## src/mhq_pkg.sv

```systemverilog
// Miss handling queue sizes, entry state enum and request, entry, CCU and fill structs
`default_nettype none

package mhq_pkg;

    // Number of miss entries and the width of an index that selects one
    localparam int MHQ_DEPTH     = 4;
    localparam int MHQ_IDX_WIDTH = $clog2(MHQ_DEPTH);

    // Byte address and cache line geometry
    localparam int ADDR_WIDTH      = 32;
    localparam int LINE_SIZE       = 32;
    localparam int LINE_WIDTH      = LINE_SIZE * 8;
    localparam int OFFSET_WIDTH    = $clog2(LINE_SIZE);
    localparam int LINE_ADDR_WIDTH = ADDR_WIDTH - OFFSET_WIDTH;

    // Life of an entry
    // INVALID means the slot is free
    // VALID means a line is tracked and the CCU has not answered yet
    // COMPLETE means the line is whole and waits to be sent out as a fill
    typedef enum logic [1:0] {
        STATE_INVALID  = 2'b00,
        STATE_VALID    = 2'b01,
        STATE_COMPLETE = 2'b10
    } mhq_state_e;

    // One miss from the load/store unit, the write flag marks a store
    // Byte select picks which bytes of the data field a store writes
    typedef struct packed {
        logic                       we;
        logic [LINE_ADDR_WIDTH-1:0] addr;
        logic [LINE_WIDTH-1:0]      data;
        logic [LINE_SIZE-1:0]       byte_sel;
    } lsu_req_t;

    // What an entry shows to the lookup, CCU and fill logic
    typedef struct packed {
        logic                       valid;
        logic                       complete;
        logic                       dirty;
        logic [LINE_ADDR_WIDTH-1:0] addr;
        logic [LINE_WIDTH-1:0]      data;
    } mhq_entry_t;

    // Line read sent to the CCU, tagged with the entry that waits for it
    typedef struct packed {
        logic [MHQ_IDX_WIDTH-1:0]   idx;
        logic [LINE_ADDR_WIDTH-1:0] addr;
    } ccu_req_t;

    // Whole line returned by the CCU, the index names the entry it belongs to
    typedef struct packed {
        logic [MHQ_IDX_WIDTH-1:0] idx;
        logic [LINE_WIDTH-1:0]    data;
    } ccu_rsp_t;

    // Finished line handed back to the cache
    typedef struct packed {
        logic                       dirty;
        logic [LINE_ADDR_WIDTH-1:0] addr;
        logic [LINE_WIDTH-1:0]      data;
    } fill_t;

endpackage

`default_nettype wire

```

## src/mhq_alloc.sv

```systemverilog
// Lookup across miss entries, merge-or-allocate choice and acceptance of load/store requests
`timescale 1ns/10ps
`default_nettype none

module mhq_alloc (
    input  logic                          i_lsu_valid,
    input  mhq_pkg::lsu_req_t             i_lsu_req,

    // Per-entry status, bit i belongs to entry i
    input  logic [mhq_pkg::MHQ_DEPTH-1:0] i_hits,
    input  logic [mhq_pkg::MHQ_DEPTH-1:0] i_valids,
    input  logic [mhq_pkg::MHQ_DEPTH-1:0] i_launching,

    output logic                          o_lsu_ready,
    output logic [mhq_pkg::MHQ_DEPTH-1:0] o_update_en,
    output mhq_pkg::lsu_req_t             o_update
);

    import mhq_pkg::*;

    logic                 hit_any;
    logic                 hit_launching;
    logic                 full;
    logic                 accept;
    logic [MHQ_DEPTH-1:0] free_onehot;

    // Entries never hold the same line twice, so at most one hit bit is set
    assign hit_any       = |i_hits;
    assign hit_launching = |(i_hits & i_launching);
    assign full          = &i_valids;

    // Lowest free slot, scanning from the top so the lowest index wins
    always_comb begin
        free_onehot = '0;
        for (int i = MHQ_DEPTH - 1; i >= 0; i--) begin
            if (!i_valids[i]) begin
                free_onehot    = '0;
                free_onehot[i] = 1'b1;
            end
        end
    end

    // A hit merges unless that line sits on the fill port, where a merge
    // would change a payload that is already on offer
    // Without a hit the request needs a free slot
    always_comb begin
        if (hit_any) begin
            o_lsu_ready = ~hit_launching;
        end else begin
            o_lsu_ready = ~full;
        end
    end

    assign accept = i_lsu_valid & o_lsu_ready;

    always_comb begin
        o_update_en = '0;
        if (accept) begin
            o_update_en = hit_any ? i_hits : free_onehot;
        end
    end

    // Every entry sees the same request and only the enabled one takes it
    assign o_update = i_lsu_req;

endmodule

`default_nettype wire

```

## src/mhq_ccu_req.sv

```systemverilog
// CCU read request issue: one read per allocated line, held stable until the CCU takes it
`timescale 1ns/10ps
`default_nettype none

module mhq_ccu_req (
    input  logic                                            clk,
    input  logic                                            i_reset,

    input  mhq_pkg::mhq_entry_t [mhq_pkg::MHQ_DEPTH-1:0]    i_entries,

    input  logic                                            i_ccu_req_ready,
    output logic                                            o_ccu_req_valid,
    output mhq_pkg::ccu_req_t                               o_ccu_req
);

    import mhq_pkg::*;

    // Set once the read for an entry has gone out
    logic [MHQ_DEPTH-1:0]     sent_r;
    logic [MHQ_DEPTH-1:0]     pending;
    logic [MHQ_IDX_WIDTH-1:0] pick_idx;
    logic [MHQ_IDX_WIDTH-1:0] sel_idx;
    logic                     locked_r;
    logic [MHQ_IDX_WIDTH-1:0] locked_idx_r;
    logic                     transfer;

    // An entry still needs a read while it waits for data and none was sent
    always_comb begin
        for (int i = 0; i < MHQ_DEPTH; i++) begin
            pending[i] = i_entries[i].valid & ~i_entries[i].complete & ~sent_r[i];
        end
    end

    always_comb begin
        pick_idx = '0;
        for (int i = MHQ_DEPTH - 1; i >= 0; i--) begin
            if (pending[i]) begin
                pick_idx = MHQ_IDX_WIDTH'(i);
            end
        end
    end

    // Once offered, the same entry stays on the port even if a lower
    // index becomes pending in the meantime
    assign sel_idx         = locked_r ? locked_idx_r : pick_idx;
    assign o_ccu_req_valid = locked_r | (|pending);
    assign o_ccu_req.idx   = sel_idx;
    assign o_ccu_req.addr  = i_entries[sel_idx].addr;
    assign transfer        = o_ccu_req_valid & i_ccu_req_ready;

    always_ff @(posedge clk) begin
        if (i_reset) begin
            locked_r <= 1'b0;
        end else if (transfer) begin
            locked_r <= 1'b0;
        end else if (o_ccu_req_valid) begin
            locked_r <= 1'b1;
        end
    end

    always_ff @(posedge clk) begin
        if (o_ccu_req_valid && !locked_r) begin
            locked_idx_r <= pick_idx;
        end
    end

    // A freed slot forgets its read so the next line in it gets its own
    always_ff @(posedge clk) begin
        if (i_reset) begin
            sent_r <= '0;
        end else begin
            for (int i = 0; i < MHQ_DEPTH; i++) begin
                if (!i_entries[i].valid) begin
                    sent_r[i] <= 1'b0;
                end else if (transfer && (sel_idx == MHQ_IDX_WIDTH'(i))) begin
                    sent_r[i] <= 1'b1;
                end
            end
        end
    end

endmodule

`default_nettype wire

```

## src/mhq_entry.sv

```systemverilog
// Miss queue entry with its state machine, line address match and byte-merging line buffer
`timescale 1ns/10ps
`default_nettype none

module mhq_entry (
    input  logic                                clk,
    input  logic                                i_reset,

    // Allocate into or merge with this entry
    input  logic                                i_update_en,
    input  mhq_pkg::lsu_req_t                   i_update,

    // Line data from the CCU, done is a one-cycle pulse
    input  logic                                i_ccu_done,
    input  logic [mhq_pkg::LINE_WIDTH-1:0]      i_ccu_data,

    // The fill for this entry transferred in this cycle
    input  logic                                i_fill_launched,

    // Address compare against the request being offered
    input  logic [mhq_pkg::LINE_ADDR_WIDTH-1:0] i_lookup_addr,
    output logic                                o_lookup_hit,

    output mhq_pkg::mhq_entry_t                 o_entry
);

    import mhq_pkg::*;

    mhq_state_e                 state_r;
    mhq_state_e                 state_next;
    logic                       dirty_r;
    logic [LINE_ADDR_WIDTH-1:0] addr_r;
    logic [LINE_WIDTH-1:0]      data_r;
    // A set bit means a store owns that byte and the CCU copy must not replace it
    logic [LINE_SIZE-1:0]       byte_updated_r;

    logic                       entry_valid;
    logic                       allocating;
    logic [LINE_SIZE-1:0]       store_bytes;
    logic [LINE_WIDTH-1:0]      data_next;
    logic [LINE_SIZE-1:0]       byte_updated_next;

    assign entry_valid = (state_r != STATE_INVALID);

    // An update to a free slot starts a new line, otherwise it merges
    assign allocating = i_update_en & ~entry_valid;

    // Bytes that the current request writes, loads write none
    assign store_bytes = {LINE_SIZE{i_update_en & i_update.we}} & i_update.byte_sel;

    always_comb begin
        state_next = state_r;
        case (state_r)
            STATE_INVALID: begin
                if (i_update_en) begin
                    state_next = STATE_VALID;
                end
            end
            STATE_VALID: begin
                if (i_ccu_done) begin
                    state_next = STATE_COMPLETE;
                end
            end
            STATE_COMPLETE: begin
                if (i_fill_launched) begin
                    state_next = STATE_INVALID;
                end
            end
            default: begin
                state_next = STATE_INVALID;
            end
        endcase
    end

    always_ff @(posedge clk) begin
        if (i_reset) begin
            state_r <= STATE_INVALID;
        end else begin
            state_r <= state_next;
        end
    end

    // Store bytes go in first and are marked as owned
    // CCU bytes then fill only what no store has written, so a store wins
    // whether it came before the response or in the same cycle
    always_comb begin
        data_next         = data_r;
        byte_updated_next = allocating ? '0 : byte_updated_r;
        for (int i = 0; i < LINE_SIZE; i++) begin
            if (store_bytes[i]) begin
                data_next[i*8 +: 8]  = i_update.data[i*8 +: 8];
                byte_updated_next[i] = 1'b1;
            end else if (i_ccu_done && !byte_updated_next[i]) begin
                data_next[i*8 +: 8] = i_ccu_data[i*8 +: 8];
            end
        end
    end

    always_ff @(posedge clk) begin
        // A fresh line is dirty only if its first request is a store
        if (i_update_en) begin
            dirty_r <= i_update.we | (~allocating & dirty_r);
        end
        if (allocating) begin
            addr_r <= i_update.addr;
        end
        data_r         <= data_next;
        byte_updated_r <= byte_updated_next;
    end

    assign o_lookup_hit = entry_valid && (addr_r == i_lookup_addr);

    assign o_entry.valid    = entry_valid;
    assign o_entry.complete = (state_r == STATE_COMPLETE);
    assign o_entry.dirty    = dirty_r;
    assign o_entry.addr     = addr_r;
    assign o_entry.data     = data_r;

endmodule

`default_nettype wire

```

## src/mhq_fill.sv

```systemverilog
// Cache fill launch: picks a complete entry, holds it on the fill port and marks its transfer
`timescale 1ns/10ps
`default_nettype none

module mhq_fill (
    input  logic                                            clk,
    input  logic                                            i_reset,

    input  mhq_pkg::mhq_entry_t [mhq_pkg::MHQ_DEPTH-1:0]    i_entries,

    input  logic                                            i_fill_ready,
    output logic                                            o_fill_valid,
    output mhq_pkg::fill_t                                  o_fill,

    // Entry on the fill port this cycle, and entry whose fill transferred
    output logic [mhq_pkg::MHQ_DEPTH-1:0]                   o_launching,
    output logic [mhq_pkg::MHQ_DEPTH-1:0]                   o_launched
);

    import mhq_pkg::*;

    logic [MHQ_DEPTH-1:0]     complete;
    logic [MHQ_IDX_WIDTH-1:0] pick_idx;
    logic [MHQ_IDX_WIDTH-1:0] sel_idx;
    logic [MHQ_DEPTH-1:0]     sel_onehot;
    logic                     locked_r;
    logic [MHQ_IDX_WIDTH-1:0] locked_idx_r;
    logic                     transfer;

    always_comb begin
        pick_idx = '0;
        for (int i = MHQ_DEPTH - 1; i >= 0; i--) begin
            complete[i] = i_entries[i].complete;
            if (i_entries[i].complete) begin
                pick_idx = MHQ_IDX_WIDTH'(i);
            end
        end
    end

    // The first complete entry is offered in the cycle it turns complete,
    // later cycles keep the locked one until the cache takes it
    assign sel_idx      = locked_r ? locked_idx_r : pick_idx;
    assign o_fill_valid = locked_r | (|complete);
    assign transfer     = o_fill_valid & i_fill_ready;

    assign o_fill.dirty = i_entries[sel_idx].dirty;
    assign o_fill.addr  = i_entries[sel_idx].addr;
    assign o_fill.data  = i_entries[sel_idx].data;

    always_comb begin
        sel_onehot          = '0;
        sel_onehot[sel_idx] = 1'b1;
    end

    assign o_launching = o_fill_valid ? sel_onehot : '0;
    assign o_launched  = transfer ? sel_onehot : '0;

    always_ff @(posedge clk) begin
        if (i_reset) begin
            locked_r <= 1'b0;
        end else if (transfer) begin
            locked_r <= 1'b0;
        end else if (o_fill_valid) begin
            locked_r <= 1'b1;
        end
    end

    always_ff @(posedge clk) begin
        if (o_fill_valid && !locked_r) begin
            locked_idx_r <= pick_idx;
        end
    end

endmodule

`default_nettype wire

```

## src/mhq_top.sv

```systemverilog
// Miss handling queue top level with the entry array, allocation, CCU request and fill blocks
`timescale 1ns/10ps
`default_nettype none

module mhq_top (
    input  logic                clk,
    input  logic                i_reset,

    // Load/store unit miss requests
    input  logic                i_lsu_valid,
    input  mhq_pkg::lsu_req_t   i_lsu_req,
    output logic                o_lsu_ready,

    // Line reads to the CCU
    output logic                o_ccu_req_valid,
    output mhq_pkg::ccu_req_t   o_ccu_req,
    input  logic                i_ccu_req_ready,

    // Line data back from the CCU
    input  logic                i_ccu_rsp_valid,
    input  mhq_pkg::ccu_rsp_t   i_ccu_rsp,

    // Completed lines to the cache
    output logic                o_fill_valid,
    output mhq_pkg::fill_t      o_fill,
    input  logic                i_fill_ready
);

    import mhq_pkg::*;

    lsu_req_t                    update;
    logic [MHQ_DEPTH-1:0]        update_en;
    logic [MHQ_DEPTH-1:0]        hits;
    logic [MHQ_DEPTH-1:0]        valids;
    logic [MHQ_DEPTH-1:0]        launching;
    logic [MHQ_DEPTH-1:0]        launched;
    mhq_entry_t [MHQ_DEPTH-1:0]  entries;

    for (genvar i = 0; i < MHQ_DEPTH; i++) begin : g_entry
        // The response tag selects which entry takes the returned line
        mhq_entry u_entry (
            .clk             (clk),
            .i_reset         (i_reset),
            .i_update_en     (update_en[i]),
            .i_update        (update),
            .i_ccu_done      (i_ccu_rsp_valid && (i_ccu_rsp.idx == MHQ_IDX_WIDTH'(i))),
            .i_ccu_data      (i_ccu_rsp.data),
            .i_fill_launched (launched[i]),
            .i_lookup_addr   (i_lsu_req.addr),
            .o_lookup_hit    (hits[i]),
            .o_entry         (entries[i])
        );

        assign valids[i] = entries[i].valid;
    end

    mhq_alloc u_alloc (
        .i_lsu_valid (i_lsu_valid),
        .i_lsu_req   (i_lsu_req),
        .i_hits      (hits),
        .i_valids    (valids),
        .i_launching (launching),
        .o_lsu_ready (o_lsu_ready),
        .o_update_en (update_en),
        .o_update    (update)
    );

    mhq_ccu_req u_ccu_req (
        .clk             (clk),
        .i_reset         (i_reset),
        .i_entries       (entries),
        .i_ccu_req_ready (i_ccu_req_ready),
        .o_ccu_req_valid (o_ccu_req_valid),
        .o_ccu_req       (o_ccu_req)
    );

    mhq_fill u_fill (
        .clk          (clk),
        .i_reset      (i_reset),
        .i_entries    (entries),
        .i_fill_ready (i_fill_ready),
        .o_fill_valid (o_fill_valid),
        .o_fill       (o_fill),
        .o_launching  (launching),
        .o_launched   (launched)
    );

endmodule

`default_nettype wire

```

## config.mk

```make
export PLATFORM = sky130hd
export DESIGN_NAME = mhq_top
export DESIGN_NICKNAME = d
export VERILOG_FILES = /design/src/mhq_pkg.sv /design/src/mhq_alloc.sv /design/src/mhq_ccu_req.sv /design/src/mhq_entry.sv /design/src/mhq_fill.sv /design/src/mhq_top.sv
export SDC_FILE = /design/constraint.sdc
export NUM_CORES = 2
export LEC_CHECK = 0
export BUFFER_PORTS_ARGS = -buffer_cell sky130_fd_sc_hd__buf_4
export CAP_MARGIN = 10
export CORE_AREA = 2 2 409 411
export DETAILED_ROUTE_END_ITERATION = 12
export DIE_AREA = 0 0 411 413
export SYNTH_ARGS = -nofsm -noshare
export SYNTH_HDL_FRONTEND = slang
export SYNTH_SLANG_ARGS = --single-unit
```

## constraint.sdc

```tcl
create_clock -name clk -period 4.2 [get_ports clk]
set_clock_uncertainty 0.15 [all_clocks]
set_input_delay 1.05 -clock clk [delete_from_list [all_inputs] [get_ports clk]]
set_output_delay 1.05 -clock clk [all_outputs]
set_load 0.01 [all_outputs]
```

# Word level (Yosys, flattened, before mapping)
# Index checks and enable logic that the tools add are counted.
# op_classes
bitwise_logic,52
muxes,301
order_cmp,3
n_eq_ne,30
n_reduce_logical,426
# op_table
cell,n
8-bit 2-to-1 mux,256
286-bit binary-select mux with 2-bit select,2
284-bit 2-to-1 mux,1
283-bit 2-to-1 mux,1
2-bit nonzero test,132
1-bit logical AND,143
1-bit zero test,130
32-bit AND,4
32-bit 2-to-1 mux,4
27-bit == test,4
2-bit 2-to-1 mux,22
4-bit 2-to-1 mux,8
2-bit case mux with 3 select lines,4
1-bit AND,23
1-bit inverter,18
"2-bit == test, second input constant",8
"2-bit by 1-bit inequality test with 1-bit output, second input constant",8
4-bit OR reduction,4
"2-bit by 1-bit == test with 1-bit output, second input constant",6
2-bit zero test,6
3-bit AND reduction,4
2-bit OR reduction,6
"2-bit inequality test, second input constant",4
"2-bit by 3-bit < comparator with 1-bit output, second input constant",2
6 further kinds,12
# word_totals
ff_bits,1282
word_cells,1088
out_inout_bits,316
inputBits,580

# Longest topological paths before layout
# depth
word_depth,23
ltp_mapped,11
mapped_depth_nobuf,9

# By module
# A second synthesis with hierarchy kept.
# hier_totals
cells_unflattened,3859
area_unflattened_um2,63763.7
# by_module_without_submodules
module,n_inst,cells_each,area_per_inst_um2
mhq_entry,4,768,13255.2
mhq_fill,1,377,7146.9
mhq_alloc,1,336,2532.4
mhq_ccu_req,1,70,1026.0
mhq_top,1,4,37.5

# Worst setup path before layout
# OpenSTA, ideal clock, no wires.
# synth_path
path_kind,input to register
from,input i_lsu_req[303] (netlist name)
to,register g_entry[2].u_entry.data_r[100] (enable)
slack_ns,0.424
path_stages,10
setup_time_ns,0.376
arrival_time_ns,3.250
n_path_buf,2
cell_sequence,buf_2 xor2_1 nor4_1 and4_1 nor2b_1 nand2_1 a211oi_4 buf_12 nand2_8 o211ai_1
# synth_via
elab_chain_cells,13
elab_cells_between_ends,23
cone_classes,eq/ne (4); mux (4); bitwise (6); reduce/logical (9)
# synth_rtl
item,line,rtl
from (decl),mhq_top.sv:11,"input mhq_pkg::lsu_req_t i_lsu_req,"
27-bit == test,mhq_entry.sv:111,assign o_lookup_hit = entry_valid && (addr_r == i_lookup_addr);
1-bit logical AND,mhq_entry.sv:111,
4-bit AND,mhq_alloc.sv:29,assign hit_launching = |(i_hits & i_launching);
4-bit OR reduction,mhq_alloc.sv:29,
1-bit inverter,mhq_alloc.sv:48,o_lsu_ready = ~hit_launching;
1-bit 2-to-1 mux,mhq_alloc.sv:47,if (hit_any) begin
1-bit AND,mhq_alloc.sv:54,assign accept = i_lsu_valid & o_lsu_ready;
4-bit 2-to-1 mux (*),mhq_alloc.sv:58,if (accept) begin
1-bit AND,mhq_entry.sv:46,assign allocating = i_update_en & ~entry_valid;
32-bit 2-to-1 mux,mhq_entry.sv:88,byte_updated_next = allocating ? '0 : byte_updated_r;
1-bit zero test,mhq_entry.sv:93,end else if (i_ccu_done && !byte_updated_next[i]) begin
1-bit logical AND,mhq_entry.sv:93,
2-bit nonzero test (no line) (*),-,
to (signal assigned),mhq_entry.sv:107,data_r <= data_next;
to (decl),mhq_entry.sv:33,logic [LINE_WIDTH-1:0] data_r;
# Every way passes the cells marked *; elsewhere a longest branch is shown, timed or not.
# A chain may end at the register's enable or synchronous reset.

==> impl_metrics.yaml <==
outcome:
  status: "finished, violations left"
  violations: "negative setup slack"
power:
  switchingPower_w: 0.00808
  ir_drop_mv: 0.417
  p_per_area_mw_per_mm2: 357
  finalPower_w: 0.0323
  internal-power_w: 0.0242
  seqPwrFrac_pct: 46.1
  p_leak_nw: 36.6
  pwr-share-clk_pct: 39.6
  combinationalPowerShare_pct: 14.3
  p_sw_share_pct: 25.0
layout:
  final_cells: 9044
  final_core_util_pct: 54.5
  synthToLayoutAreaGrowth_pct: 37.8
  drive_gt1_share_pct: 46.4
  fillCellCount: 13800
  layout.nets: 7255
routing:
  via_count: 51200
  first_pass_iters: 7
  wire_per_inst_um: 28.4
  wl_mm: 257
  detail-route-antenna-nets: 0
  drc: 0
  drt_iter0_markers: 4578
  viasPerCell: 5.66
setup_path:
  cpPeakStageDelay_ns: 0.35
  worst-path-buf-inv: 6
  cp_top_family: "buffers and inverters"
  crit_chain: "and2b_2 -> buf_12 -> a211oi_4 -> mux2_8 -> buf_16 -> buf_12 -> buf_12 -> and3_1 -> a31oi_1 -> buf_4 -> buf_6"
  crit_path_end_kind: "output pin"
  crit_top_cell: "buf_12"
  cp_num_cells: 11
  reg2reg_depth: 15
  crit_type: "register to output pin"
  cp_max_fo: 6
  required_ns: 3.00
  arrival_ns: 3.16
  ff2ff_setup_slack_ns: 0.27
  crit_path_top_delay_cell: "dfxtp_4"
  cp-start-kind: "register"
yosys:
  synth_top_area_share_pct: 52.2
  synthTopCellsByArea: "edfxtp_1 52%, mux2_2 11%, nand2_1 8.3%"
  synthesis.area_mm2: 0.0656
  syn_avg_cell_area_um2: 12.4
  synth_commonest_cells: "1460 x nand2_1, 1140 x edfxtp_1, 666 x mux2_2"
  ys_ff_latch: 1282
  syn_inst: 5313
  synth_ff_type: "edfxtp_1"
  synth_top_cell_by_area: "edfxtp_1"
  synth_warnings: 0
  ys_seq_area_share_pct: 56.5
  yosysMostFrequentCell: "nand2_1"
  yosysUniqueCellTypes: 66
  synth-edff-count: 1140
  async_flop_share_pct: 0
  synth_nets: 5893
placement:
  dp_cells: 8521
  dp_hpwl_mm: 158
  io_buffers: 895
  gp_congestion: 0.920
floorplan:
  fp.dieW_um: 411
  core_region_area_mm2: 0.166
  start_util_pct: 39.6
  dieHeight_um: 413
  die-area_mm2: 0.170
  pin_count: 896
  std_cell_rows: 150
timing:
  min_period_ns: 4.36
  timing.final.ws_setup_ns: -0.160
  fin_crit_sh_pct: 104
  setup_viol_count_final: 291
  slew-limit-headroom_pct: 26.1
  hold_violations: 0
  max_freq_mhz: 229
  tightest_slew_ns: 1.11
  rsz0062_at_grt: "true"
  finalSetupTns_ns: -21.84
  slew_viol_final: 0
clock_network:
  path_clk_slew_ns: 0.06
  cts_root_buf: "clkbuf_16"
  insertion_delay_ns: 0.81
  cts_hold_buf: 0
  cts_tree: "built"
  numCtsBuffers: 146
  clk_path_buf_depth: 3
  ctsHtreeMaxLevel: 4
  cts_num_sinks: 1282
hold_path:
  hold_depth: 2
  hp-class: "input port to register"
global_route:
  grt_pass1_wl_mm: 342
  antenna_found_initial: 65
  first_global_vias: 49200
  grt_use_total_pct: 27.6
  grt_max_degree: 74
  grt_overflow_total: 0
job:
  max-cap-violations: 0
==> power groups by stage <==
stage          Combinational [W]  Sequential [W]  Clock, W
5_1_grt                  0.00484          0.0149    0.0134
2_1_floorplan            0.00190          0.0151         0
3_3_place_gp             0.00404          0.0151         0
3_5_place_dp             0.00411          0.0151         0
4_1_cts                  0.00437          0.0149    0.0129
6_report                 0.00462          0.0149    0.0128
==> path summary, 6_finish.rpt <==
check | from | to
worst max-delay path | g_entry[1].u_entry.state_r[0]$_SDFFE_PP0P_ | o_fill[100]
worst min-delay path | i_ccu_req_ready | u_ccu_req.locked_r$_SDFFE_PP0N_
worst max register to register | g_entry[1].u_entry.state_r[0]$_SDFFE_PP0P_ | g_entry[2].u_entry.data_r[98]$_DFFE_PP_
worst min register to register | g_entry[2].u_entry.byte_updated_r[31]$_SDFF_PN1_ | g_entry[2].u_entry.byte_updated_r[31]$_SDFF_PN1_
==> worst reg2reg max path, cell delays in order, from the launching register on <==
cell and delay, ns:
dfxtp_4 0.35, and2b_2 0.28, a31oi_4 0.07, o31a_4 0.37, buf_12 0.16, buf_12 0.12
buf_6 0.14, nand4_1 0.12, a41oi_1 0.12, buf_4 0.16, a211oi_4 0.51, buf_8 0.25
buf_12 0.35, nand2_8 0.18, o211ai_1 0.13, buf_4 0.19
==> cells by family after synthesis <==
| group | share of synthesized area (%) |
|---|---|
| compound gates | 5.55 |
| mux | 19.0 |
| simple gates | 15.7 |
| buf+inv | 1.81 |
| xor+xnor | 1.44 |
| flops | 56.5 |
==> final cells by class <==
type	count	area, um^2	share of cell area (%)
antenna	44	110	0.122
clock buffer	217	4140	4.58
clock inverter	52	602	0.665
inverter	11	41.3	0.0456
multi-input combinational	3748	30200	33.4
sequential	1282	37100	41.0
tap	2204	2760	3.05
timing repair buffer	1486	15500	17.2
==> placed cells by master, fill, tap and decap left out, drive strengths merged, types with 3 or more instances in the layout <==
cell and instances:
or4 3, clkbuf 252, and4 3, nand4 37, nor2 92, nor3b 3, edfxtp 1140, a21o 65
a21oi 42, nand4b 3, o21ai 36, nor3 9, xnor2 58, nand2b 3, mux2 1025, nor4 26
nand3 36, a21bo 32, clkinv 39, buf 1444, or2 37, o211ai 33, bufinv 7, nor2b 6
a31oi 314, and2 5, dfxtp 142, inv 17, nand2 1492, diode 44, bufbuf 7, a211oi 4
xor2 50, and3 311
==> through the flow <==
step / setup WS [ns] / instance area, um^2 / hold slack (ns)
2_1_floorplan: 0.424 / 65600 / 0.269
3_3_place_gp: -0.893 / 78200 / 0.277
3_5_place_dp: -0.527 / 78200 / 0.284
4_1_cts: -0.198 / 87000 / 0.233
5_1_grt: -0.220 / 90500 / 0.262
6_report: -0.160 / 90500 / 0.278
==> flip-flops by register name, summed over array words and instances (netlist names) <==
register,count
u_ccu_req.locked_idx_r,2
g_entry.u_entry.data_r,1024
u_ccu_req.locked_r,1
g_entry.u_entry.byte_updated_r,128
u_fill.locked_r,1
u_fill.locked_idx_r,2
g_entry.u_entry.state_r,8
g_entry.u_entry.addr_r,108
g_entry.u_entry.dirty_r,4
u_ccu_req.sent_r,4
==> timing repair <==
item                       in CTS  in global routing
setup buffers                  60                 68
cloned                         54                 45
pin swaps                      33                 61
setup endpoints to repair     312                306
resized for setup             352                402
==> layer usage <==
| metal | global-route usage, % | share of wire (%) | vias to the layer above |
|---|---|---|---|
| met5 | 0.0565 | 0.072 | - |
| met4 | 11.6 | 4.0 | 30 |
| met2 | 44.2 | 47 | 2479 |
| li1 | - | - | 22500 |
| met1 | 35.7 | 39 | 25800 |
| met3 | 6.58 | 9.3 | 492 |
No activity file was read; power rests on OpenSTA's default activity.
